--- config.mk ---
export PLATFORM = sky130hd
export DESIGN_NAME = i8008_core
export DESIGN_NICKNAME = d
export VERILOG_FILES = /design/src/source/i8008_pkg.sv /design/src/source/i8008_ctrl_if.sv /design/src/source/i8008_sequencer.sv /design/src/source/i8008_alu.sv /design/src/source/i8008_reg_file.sv /design/src/source/i8008_addr_stack.sv /design/src/source/i8008_core.sv
export SDC_FILE = /design/constraint.sdc
export NUM_CORES = 1
export LEC_CHECK = 0
export BUFFER_PORTS_ARGS = -buffer_cell sky130_fd_sc_hd__buf_2
export CORE_AREA = 2 2 146 184
export CTS_CLUSTER_SIZE = 28
export DETAILED_ROUTE_END_ITERATION = 12
export DIE_AREA = 0 0 148 186
export GPL_TIMING_DRIVEN = 0
export PLACE_DENSITY = 0.71
export SLEW_MARGIN = 20
export SYNTH_ARGS = -nofsm -noshare
export SYNTH_HDL_FRONTEND = slang
export SYNTH_HIERARCHICAL = 1
export SYNTH_SLANG_ARGS = --single-unit
--- constraint.sdc ---
create_clock -name clk -period 10 [get_ports clk]
set_clock_uncertainty 0.05 [all_clocks]
set_input_delay 1.5 -clock clk [delete_from_list [all_inputs] [get_ports clk]]
set_output_delay 1.5 -clock clk [all_outputs]
set_load 0.01 [all_outputs]
--- src/source/i8008_pkg.sv ---
package i8008_pkg;

  localparam int ADDR_W = 14;

  typedef logic [7:0]        byte_t;
  typedef logic [ADDR_W-1:0] pc_t;

  // Original 8008 state codes as seen on S2..S0
  typedef enum logic [2:0] {
    WAIT    = 3'b000,
    T3      = 3'b001,
    T1      = 3'b010,
    STOPPED = 3'b011,
    T2      = 3'b100,
    T5      = 3'b101,
    T4      = 3'b111
  } state_t;

  typedef enum logic [1:0] {
    CYCLE1 = 2'd0,
    CYCLE2 = 2'd1,
    CYCLE3 = 2'd2
  } cycle_t;

  // Sent in bits 7:6 of the high address byte
  typedef enum logic [1:0] {
    PCI = 2'd0,
    PCR = 2'd1,
    PCC = 2'd2,
    PCW = 2'd3
  } cycle_type_t;

  // First eight codes match instruction bits 5:3
  typedef enum logic [3:0] {
    ADD, ADC, SUB, SBB, ANA, XRA, ORA, CMP,
    INR, DCR, RLC, RRC, RAL, RAR
  } alu_op_t;

  typedef enum logic [2:0] {
    REG_A = 3'd0,
    REG_B = 3'd1,
    REG_C = 3'd2,
    REG_D = 3'd3,
    REG_E = 3'd4,
    REG_H = 3'd5,
    REG_L = 3'd6
  } reg_sel_t;

  typedef enum logic [1:0] {COND_C, COND_Z, COND_S, COND_P} cond_t;

  typedef enum logic [3:0] {
    OP_MOV, OP_LRI, OP_INR, OP_DCR, OP_ALU_R, OP_ALU_I, OP_ROT,
    OP_JMP, OP_JCC, OP_CAL, OP_RET, OP_OUT, OP_HLT, OP_ILLEGAL
  } op_class_t;

  typedef enum logic [2:0] {
    SRC_NONE, SRC_ADDR, SRC_RF, SRC_ALU, SRC_A, SRC_B, SRC_DATA
  } bus_src_t;

  typedef struct packed {
    logic carry;
    logic zero;
    logic sign;
    logic parity;
  } flags_t;

endpackage

--- src/source/i8008_ctrl_if.sv ---
`timescale 1ns/10ps

interface i8008_ctrl_if
  import i8008_pkg::*;
(
  input logic clk
);

  bus_src_t    bus_src;
  logic        ir_load;
  logic        rf_we;
  reg_sel_t    rf_sel;
  logic        a_we;
  logic        b_we;
  alu_op_t     alu_op;
  logic        flag_we;
  logic        pc_inc;
  logic        pc_wr_lo;
  logic        pc_wr_hi;
  logic        sp_push;
  logic        sp_pop;
  logic        addr_hi;     // High address byte instead of low
  cycle_type_t cycle_type;

  modport seq (
    input  clk,
    output bus_src, ir_load, rf_we, rf_sel, a_we, b_we, alu_op, flag_we,
    output pc_inc, pc_wr_lo, pc_wr_hi, sp_push, sp_pop, addr_hi, cycle_type
  );

  modport dp_alu   (input clk, a_we, b_we, alu_op, flag_we);
  modport dp_rf    (input clk, rf_we, rf_sel);
  modport dp_stack (input clk, pc_inc, pc_wr_lo, pc_wr_hi, sp_push, sp_pop, addr_hi, cycle_type);
  modport dp_core  (input clk, bus_src, ir_load, cycle_type);

endinterface

--- src/source/i8008_sequencer.sv ---
`timescale 1ns/10ps

module i8008_sequencer
  import i8008_pkg::*;
(
  input  logic      clk,
  input  logic      rst,
  input  logic      ready,
  input  byte_t     instr,
  input  flags_t    flags,
  i8008_ctrl_if.seq ctrl,
  output state_t    state
);

  logic        ready_meta;
  logic        ready_sync;
  cycle_t      cycle;
  cycle_t      next_cycle;
  state_t      next_state;
  op_class_t   op_class;
  cycle_type_t cyc_type;
  logic        mem_cycle;
  logic        cond_flag;
  logic        cond_ok;
  reg_sel_t    ddd;
  reg_sel_t    sss;

  assign ddd = reg_sel_t'(instr[5:3]);
  assign sss = reg_sel_t'(instr[2:0]);

  always_ff @(posedge clk) begin
    if (rst) begin
      ready_meta <= 1'b0;
      ready_sync <= 1'b0;
    end else begin
      ready_meta <= ready;
      ready_sync <= ready_meta;
    end
  end

  // Instruction classes kept in this core
  always_comb begin
    op_class = OP_ILLEGAL;
    case (instr[7:6])
      2'b00: begin
        if (instr[5:1] == 5'b00000) begin
          op_class = OP_HLT;
        end else begin
          case (instr[2:0])
            3'b000:  if (instr[5:3] != 3'b111) op_class = OP_INR;
            3'b001:  if (instr[5:3] != 3'b111) op_class = OP_DCR;
            3'b010:  if (!instr[5]) op_class = OP_ROT;
            3'b100:  op_class = OP_ALU_I;
            3'b110:  if (instr[5:3] != 3'b111) op_class = OP_LRI;
            3'b111:  op_class = OP_RET;
            default: op_class = OP_ILLEGAL;   // RST and conditional return
          endcase
        end
      end
      2'b01: begin
        if (instr[2:0] == 3'b100) op_class = OP_JMP;
        else if (instr[2:0] == 3'b110) op_class = OP_CAL;
        else if (instr[2:0] == 3'b000) op_class = OP_JCC;
        else if (instr[0] && instr[5:4] != 2'b00) op_class = OP_OUT;   // Port 0..7 is INP
      end
      2'b10: if (instr[2:0] != 3'b111) op_class = OP_ALU_R;
      default: begin
        if (instr == 8'hFF) op_class = OP_HLT;
        else if (instr[5:3] != 3'b111 && instr[2:0] != 3'b111) op_class = OP_MOV;
      end
    endcase
  end

  always_comb begin
    case (cond_t'(instr[4:3]))
      COND_C:  cond_flag = flags.carry;
      COND_Z:  cond_flag = flags.zero;
      COND_S:  cond_flag = flags.sign;
      default: cond_flag = flags.parity;
    endcase
  end

  assign cond_ok = (cond_flag == instr[5]);   // Bit 5 set for jump on true

  always_comb begin
    if (cycle == CYCLE1) cyc_type = PCI;
    else if (cycle == CYCLE2 && op_class == OP_OUT) cyc_type = PCC;
    else cyc_type = PCR;
  end

  assign mem_cycle       = (cyc_type != PCC);
  assign ctrl.cycle_type = cyc_type;
  assign ctrl.ir_load    = (state == T3) && (cycle == CYCLE1);

  always_comb begin
    case (op_class)
      OP_INR:  ctrl.alu_op = INR;
      OP_DCR:  ctrl.alu_op = DCR;
      OP_ROT: begin
        case (instr[4:3])
          2'd0:    ctrl.alu_op = RLC;
          2'd1:    ctrl.alu_op = RRC;
          2'd2:    ctrl.alu_op = RAL;
          default: ctrl.alu_op = RAR;
        endcase
      end
      default: ctrl.alu_op = alu_op_t'({1'b0, instr[5:3]});
    endcase
  end

  always_comb begin
    next_state    = state;
    next_cycle    = cycle;
    ctrl.bus_src  = SRC_NONE;
    ctrl.rf_we    = 1'b0;
    ctrl.rf_sel   = REG_A;
    ctrl.a_we     = 1'b0;
    ctrl.b_we     = 1'b0;
    ctrl.flag_we  = 1'b0;
    ctrl.pc_inc   = 1'b0;
    ctrl.pc_wr_lo = 1'b0;
    ctrl.pc_wr_hi = 1'b0;
    ctrl.sp_push  = 1'b0;
    ctrl.sp_pop   = 1'b0;
    ctrl.addr_hi  = 1'b0;

    case (state)
      T1: begin
        next_state   = T2;
        ctrl.bus_src = mem_cycle ? SRC_ADDR : SRC_RF;   // OUT shows the accumulator
      end
      T2, WAIT: begin
        ctrl.bus_src = SRC_ADDR;
        ctrl.addr_hi = 1'b1;
        ctrl.pc_inc  = (state == T2) && mem_cycle;
        next_state   = ready_sync ? T3 : WAIT;
      end
      T3: begin
        case (cycle)
          CYCLE1: begin
            // Accumulator into A while the opcode arrives
            ctrl.bus_src = SRC_RF;
            ctrl.a_we    = 1'b1;
            case (op_class)
              OP_HLT:     next_state = STOPPED;
              OP_ILLEGAL: next_state = T1;
              OP_MOV, OP_INR, OP_DCR, OP_ALU_R, OP_ROT, OP_RET: next_state = T4;
              default: begin
                next_state = T1;
                next_cycle = CYCLE2;
              end
            endcase
          end
          CYCLE2: begin
            if (op_class == OP_OUT) begin
              next_state = T1;
              next_cycle = CYCLE1;
            end else begin
              ctrl.bus_src = SRC_DATA;   // Immediate or low target byte
              ctrl.b_we    = 1'b1;
              if (op_class == OP_LRI || op_class == OP_ALU_I) begin
                next_state = T4;
              end else begin
                next_state = T1;
                next_cycle = CYCLE3;
              end
            end
          end
          default: begin
            ctrl.bus_src = SRC_DATA;     // High target byte
            ctrl.a_we    = 1'b1;
            if (op_class == OP_JCC && !cond_ok) begin
              next_state = T1;
              next_cycle = CYCLE1;
            end else begin
              next_state = T4;
            end
          end
        endcase
      end
      T4: begin
        next_state = T5;
        case (op_class)
          OP_MOV, OP_ALU_R: begin
            ctrl.bus_src = SRC_RF;
            ctrl.rf_sel  = sss;
            ctrl.b_we    = 1'b1;
          end
          OP_INR, OP_DCR: begin
            ctrl.bus_src = SRC_RF;
            ctrl.rf_sel  = ddd;
            ctrl.a_we    = 1'b1;
          end
          OP_RET: ctrl.sp_pop = 1'b1;
          OP_JMP, OP_JCC, OP_CAL: begin
            ctrl.sp_push  = (op_class == OP_CAL);   // Target lands in the new entry
            ctrl.bus_src  = SRC_A;
            ctrl.pc_wr_hi = 1'b1;
          end
          default: ;
        endcase
      end
      T5: begin
        next_state = T1;
        next_cycle = CYCLE1;
        case (op_class)
          OP_MOV, OP_LRI: begin
            ctrl.bus_src = SRC_B;
            ctrl.rf_sel  = ddd;
            ctrl.rf_we   = 1'b1;
          end
          OP_INR, OP_DCR, OP_ALU_R, OP_ALU_I, OP_ROT: begin
            ctrl.bus_src = SRC_ALU;
            ctrl.rf_sel  = (op_class == OP_INR || op_class == OP_DCR) ? ddd : REG_A;
            ctrl.rf_we   = 1'b1;
            ctrl.flag_we = 1'b1;
          end
          OP_JMP, OP_JCC, OP_CAL: begin
            ctrl.bus_src  = SRC_B;
            ctrl.pc_wr_lo = 1'b1;
          end
          default: ;
        endcase
      end
      STOPPED: next_state = STOPPED;   // Left only through rst
      default: begin
        next_state = T1;
        next_cycle = CYCLE1;
      end
    endcase
  end

  always_ff @(posedge clk) begin
    if (rst) begin
      state <= T1;
      cycle <= CYCLE1;
    end else begin
      state <= next_state;
      cycle <= next_cycle;
    end
  end

endmodule

--- src/source/i8008_alu.sv ---
`timescale 1ns/10ps

module i8008_alu
  import i8008_pkg::*;
(
  input  logic         clk,
  input  logic         rst,
  input  byte_t        bus,
  i8008_ctrl_if.dp_alu ctrl,
  output byte_t        result,
  output byte_t        a_val,
  output byte_t        b_val,
  output flags_t       flags
);

  byte_t  a_reg;
  byte_t  b_reg;
  byte_t  cmp_diff;
  byte_t  flag_src;
  logic   carry_out;
  logic   rotate;
  flags_t flags_next;

  always_ff @(posedge clk) begin
    if (ctrl.a_we) a_reg <= bus;
    if (ctrl.b_we) b_reg <= bus;
  end

  assign a_val  = a_reg;
  assign b_val  = b_reg;
  assign rotate = ctrl.alu_op inside {RLC, RRC, RAL, RAR};

  always_comb begin
    result    = a_reg;
    cmp_diff  = 8'h00;
    carry_out = flags.carry;          // INR and DCR keep carry
    case (ctrl.alu_op)
      ADD: {carry_out, result} = {1'b0, a_reg} + {1'b0, b_reg};
      ADC: {carry_out, result} = {1'b0, a_reg} + {1'b0, b_reg} + 9'(flags.carry);
      SUB: {carry_out, result} = {1'b0, a_reg} - {1'b0, b_reg};   // Carry is borrow
      SBB: {carry_out, result} = {1'b0, a_reg} - {1'b0, b_reg} - 9'(flags.carry);
      ANA: begin
        result    = a_reg & b_reg;
        carry_out = 1'b0;
      end
      XRA: begin
        result    = a_reg ^ b_reg;
        carry_out = 1'b0;
      end
      ORA: begin
        result    = a_reg | b_reg;
        carry_out = 1'b0;
      end
      CMP: {carry_out, cmp_diff} = {1'b0, a_reg} - {1'b0, b_reg};   // A itself is returned
      INR: result = a_reg + 8'd1;
      DCR: result = a_reg - 8'd1;
      RLC: {carry_out, result} = {a_reg[7], a_reg[6:0], a_reg[7]};
      RRC: {result, carry_out} = {a_reg[0], a_reg[7:1], a_reg[0]};
      RAL: {carry_out, result} = {a_reg, flags.carry};
      RAR: {result, carry_out} = {flags.carry, a_reg};
      default: ;
    endcase
  end

  always_comb begin
    flag_src         = (ctrl.alu_op == CMP) ? cmp_diff : result;
    flags_next       = flags;
    flags_next.carry = carry_out;
    if (!rotate) begin
      flags_next.zero   = (flag_src == 8'h00);
      flags_next.sign   = flag_src[7];
      flags_next.parity = ~^flag_src;   // Even number of ones
    end
  end

  always_ff @(posedge clk) begin
    if (rst) flags <= '0;
    else if (ctrl.flag_we) flags <= flags_next;
  end

endmodule

--- src/source/i8008_reg_file.sv ---
`timescale 1ns/10ps

module i8008_reg_file
  import i8008_pkg::*;
(
  input  logic        clk,
  input  logic        rst,
  input  byte_t       bus,
  i8008_ctrl_if.dp_rf ctrl,
  output byte_t       rf_out
);

  localparam int NUM_REGS = 7;   // A, B, C, D, E, H, L

  byte_t regs [NUM_REGS];

  always_ff @(posedge clk) begin
    if (rst) begin
      for (int i = 0; i < NUM_REGS; i++) begin
        regs[i] <= 8'h00;
      end
    end else if (ctrl.rf_we) begin
      regs[ctrl.rf_sel] <= bus;
    end
  end

  // Code 7 is the memory operand, not held here
  assign rf_out = (ctrl.rf_sel <= REG_L) ? regs[ctrl.rf_sel] : 8'h00;

endmodule

--- src/source/i8008_addr_stack.sv ---
`timescale 1ns/10ps

module i8008_addr_stack
  import i8008_pkg::*;
#(
  parameter int STACK_DEPTH = 8
) (
  input  logic           clk,
  input  logic           rst,
  input  byte_t          bus,
  i8008_ctrl_if.dp_stack ctrl,
  output byte_t          addr_byte
);

  localparam int              SP_W   = $clog2(STACK_DEPTH);
  localparam logic [SP_W-1:0] SP_MAX = SP_W'(STACK_DEPTH - 1);

  pc_t             stack [STACK_DEPTH];
  logic [SP_W-1:0] sp;
  logic [SP_W-1:0] sp_next;
  pc_t             pc;

  assign pc = stack[sp];   // Top entry is the live PC

  // Saturating pointer at both ends
  always_comb begin
    sp_next = sp;
    if (ctrl.sp_push && sp != SP_MAX) begin
      sp_next = sp + 1'b1;
    end else if (ctrl.sp_pop && sp != '0) begin
      sp_next = sp - 1'b1;
    end
  end

  always_ff @(posedge clk) begin
    if (rst) begin
      sp <= '0;
      for (int i = 0; i < STACK_DEPTH; i++) begin
        stack[i] <= '0;
      end
    end else begin
      sp <= sp_next;
      if (ctrl.pc_inc) begin
        stack[sp_next] <= pc + 1'b1;
      end
      if (ctrl.pc_wr_hi) begin
        stack[sp_next][ADDR_W-1:8] <= bus[ADDR_W-9:0];   // Call writes the pushed entry
      end
      if (ctrl.pc_wr_lo) begin
        stack[sp_next][7:0] <= bus;
      end
    end
  end

  assign addr_byte = ctrl.addr_hi ? {ctrl.cycle_type, pc[ADDR_W-1:8]} : pc[7:0];

endmodule

--- src/source/i8008_core.sv ---
`timescale 1ns/10ps

module i8008_core
  import i8008_pkg::*;
#(
  parameter int STACK_DEPTH = 8
) (
  input  logic   clk,
  input  logic   rst,
  input  byte_t  d_in,
  input  logic   ready,
  output byte_t  d_out,
  output state_t state
);

  byte_t  ir;
  byte_t  instr;
  byte_t  bus;
  byte_t  alu_result;
  byte_t  a_val;
  byte_t  b_val;
  byte_t  rf_out;
  byte_t  addr_byte;
  flags_t flags;

  i8008_ctrl_if ctrl (.clk(clk));

  always_ff @(posedge clk) begin
    if (rst) ir <= 8'h00;
    else if (ctrl.ir_load) ir <= d_in;
  end

  assign instr = ctrl.ir_load ? d_in : ir;   // Decode the opcode while it is on d_in

  always_comb begin
    case (ctrl.bus_src)
      SRC_ADDR: begin
        if (ctrl.cycle_type == PCC) bus = {ctrl.cycle_type, ir[5:0]};   // OUT port in T2
        else bus = addr_byte;
      end
      SRC_RF:   bus = rf_out;
      SRC_ALU:  bus = alu_result;
      SRC_A:    bus = a_val;
      SRC_B:    bus = b_val;
      SRC_DATA: bus = d_in;
      default:  bus = 8'h00;
    endcase
  end

  assign d_out = bus;

  i8008_sequencer u_seq (
    .clk(clk), .rst(rst), .ready(ready), .instr(instr), .flags(flags), .ctrl(ctrl), .state(state)
  );

  i8008_alu u_alu (
    .clk(clk), .rst(rst), .bus(bus), .ctrl(ctrl), .result(alu_result),
    .a_val(a_val), .b_val(b_val), .flags(flags)
  );

  i8008_reg_file u_rf (.clk(clk), .rst(rst), .bus(bus), .ctrl(ctrl), .rf_out(rf_out));

  i8008_addr_stack #(.STACK_DEPTH(STACK_DEPTH)) u_stack (
    .clk(clk), .rst(rst), .bus(bus), .ctrl(ctrl), .addr_byte(addr_byte)
  );

endmodule

==> results.py <==
metrics = {
    "critical_path": {
        "reg2reg_slack_ps": 1610,
        "crit_start": "u_seq/state[0]$_SDFF_PP0_",
        "cp-start-kind": "flop",
        "rr_startpoint": "u_seq/state[0]$_SDFF_PP0_",
        "critPathArrivalTime_ps": 8120,
        "slowest_delay_ps": 470,
        "r2r_cells": 35,
        "critical-path-slowest-cell": "a221o_1",
        "worstPathRequired_ps": 8450,
        "critPathCaptureType": "primary output",
        "path_max_fanout": 10,
        "worst_path_most_repeated_cell": "buf_2",
        "r2r_end": "u_stack/stack[0][13]$_SDFFCE_PN0P_",
        "setup.worst_path.class": "reg -> out",
    },
    "route": {
        "drt-total-wl_um": 39400,
        "firstDrtPassIters": 5,
        "drt-vias-per-instance": 6.33,
        "route.detailed.drc": 0,
        "vias": 11200,
        "ant_nets": 0,
        "drt_iter0_markers": 772,
        "routedWlPerCell_um": 22.2,
    },
    "pwr": {
        "finalPower_mw": 1.96,
        "powerDensity_nw_per_um2": 129,
        "ir_worst_vdd_uv": 164,
        "p_leak_nw": 5.70,
    },
    "clock_tree": {
        "cts_tree": "done",
        "clkSinkCount": 206,
        "clockRootBuffer": "clkbuf_16",
        "clk_pin_slew_ps": 60,
        "htreeDepth": 1,
        "cts_max_path_buffers": 3,
        "numCtsBuffers": 21,
        "clock_latency_ps": 510,
    },
    "sta": {
        "max-slew-margin-rel": 0.275,
        "fin_ws_ps": 328,
        "rsz0062_at_grt": "false",
        "tns_ps": 0,
        "drv_slew": 0,
        "period_share": 0.967,
        "hold_viol": 0,
        "fin_crit_ps": 9670,
        "setup_violations": 0,
        "max_freq_mhz": 103,
        "worst_pin_slew_ps": 1090,
    },
    "status": {
        "run_status": "finished, final reports clean",
    },
    "placement": {
        "dp_hpwl_um": 29500,
        "gp_congestion": 0.964,
        "port_buffers": 21,
        "pre_cts_slack_ps": 26.3,
    },
    "yosys": {
        "syn-num-nets": 1434,
        "syn_area_per_cell_um2": 10.1,
        "synth-warning-count": 6,
        "synth_top_area_frac": 0.378,
        "synthTopCellsByArea": "edfxtp_1 (38%), nor2_1 (5.5%), dfxtp_1 (4.3%)",
        "yosysMostFrequentCell": "nor2_1",
        "async_flop_share": 0,
        "yosys.area.top_type": "edfxtp_1",
        "netlist_instances": 1377,
        "synth_edf_count": 176,
        "synth_cell_type_count": 119,
        "synthesis.area_um2": 14000,
        "ys_ff_latch": 206,
        "yosys-top-cells-count": "nor2_1 (203), edfxtp_1 (176), nand2_1 (96)",
        "ys.flop_type": "edfxtp_1",
        "synth-seq-area-share": 0.421,
    },
    "die": {
        "die_w_um": 148,
        "pin_count": 22,
        "dieArea_um2": 27500,
        "die_h_um": 186,
        "initial_utilization": 0.542,
        "core.rowCount": 66,
        "core-area_um2": 25800,
    },
    "grt": {
        "grt_pass1_wl_um": 61400,
        "grt_antenna_before_repair": 0,
        "grtUsageTotal": 0.287,
        "grt_overflow": 0,
        "grt_pass1_vias": 11100,
        "grt_max_degree": 28,
    },
    "cells_and_area": {
        "diodes": 0,
        "fin_nets": 1477,
        "syn_to_final_growth_pct": 9.08,
        "final_layout_size_suffix_gt1_frac": 0.139,
    },
    "hold_path": {
        "hp-class": "reg -> reg",
        "hold_depth": 1,
        "hold_path_end": "u_seq/ready_sync$_SDFF_PP0_",
        "min_from": "u_seq/ready_meta$_SDFF_PP0_",
    },
    "flow_run": {
        "drv_cap": 0,
    },
}
==> stage by stage <==
stage               cell area (um2)   util  cells  hold slack [ps]
finish                        15200  0.591   1774              390
global route                  15200  0.591   1774              412
CTS                           15200  0.590   1775              398
detailed placement            14500  0.563   1738              377
global placement              14500  0.563   1738              380
floorplan                     14000      -   1377              364
==> where the power goes <==
group,total (mW),internal [mW],switching [mW]
clock network,0.793,0.467,0.325
registers,0.967,0.957,0.0102
logic,0.201,0.0679,0.133
==> worst max path at each step <==
| stage | slack, ps | to | cells after the start |
|---|---|---|---|
| after floorplan | 1910 | d_out[5] | 26 |
| after detailed placement | 30 | d_out[7] | 30 |
| final | 330 | d_out[5] | 32 |
| after global routing | 20 | d_out[5] | 31 |
| after global placement | 50 | d_out[7] | 30 |
| after CTS | 70 | d_out[5] | 31 |
==> layout make-up <==
class	instances	area (um2)
Fill cell	2265	10500
Buffer	72	420
Inverter	58	218
Clock buffer	26	544
Sequential cell	206	5890
Tap cell	340	425
Clock inverter	11	143
Multi-Input combinational cell	1040	7500
Timing Repair Buffer	21	105
==> cells by family after synthesis <==
logic type	after synthesis	share of synthesized area
xor+xnor	36	0.0255
compound gates	303	0.160
flops	206	0.421
simple gates	547	0.199
mux	108	0.105
buf+inv	131	0.0457
fa+ha+maj	46	0.0428
==> layer usage <==
| layer | part of all wire | GRT usage |
|---|---|---|
| met2 | 0.51 | 0.523 |
| met3 | 0.052 | 0.0262 |
| met1 | 0.38 | 0.339 |
| met5 | 0 | 0 |
| met4 | 0.054 | 0.145 |
==> state kept, by name, summed over array words and instances, names as in the netlist <==
name              cells
u_seq/cycle           2
ir                    8
u_seq/ready_meta      1
u_rf/regs            56
u_stack/sp            3
u_stack/stack       112
u_alu/a_val           8
u_seq/ready_sync      1
u_alu/flags           4
u_seq/state           3
u_alu/b_val           8
==> critical path, delay by kind of cell, from the launching register on <==
| kind | cells | cell delay (ps) |
|---|---|---|
| AND/OR/NAND/NOR | 11 | 1860 |
| multiplexers | 2 | 540 |
| adder cells (fa/ha/maj) | 1 | 320 |
| flip-flops | 1 | 440 |
| buffers and inverters | 8 | 1970 |
| AO/OA/AOI/OAI | 9 | 2310 |
| XOR/XNOR | 1 | 170 |
==> cells in the final DEF, fill, tap and decap left out, drive strengths merged, types with 20 or more instances in the layout <==
cell type	instances
a21oi	62
clkbuf	54
edfxtp	176
nor2	206
dfxtp	30
mux2	24
inv	60
nand2b	41
xnor2	28
nor3	28
ha	43
a31oi	23
nor2b	32
buf	65
mux4	25
o21ai	59
a211oi	20
nand2	99
mux2i	59
nand3	29
==> what timing repair did <==
item,in CTS,in global routing
hold buffers,0,0
endpoints found under the setup margin,3,5
setup buffers,0,0
gates resized for setup,4,8
No activity file was read; power rests on OpenSTA's default activity.
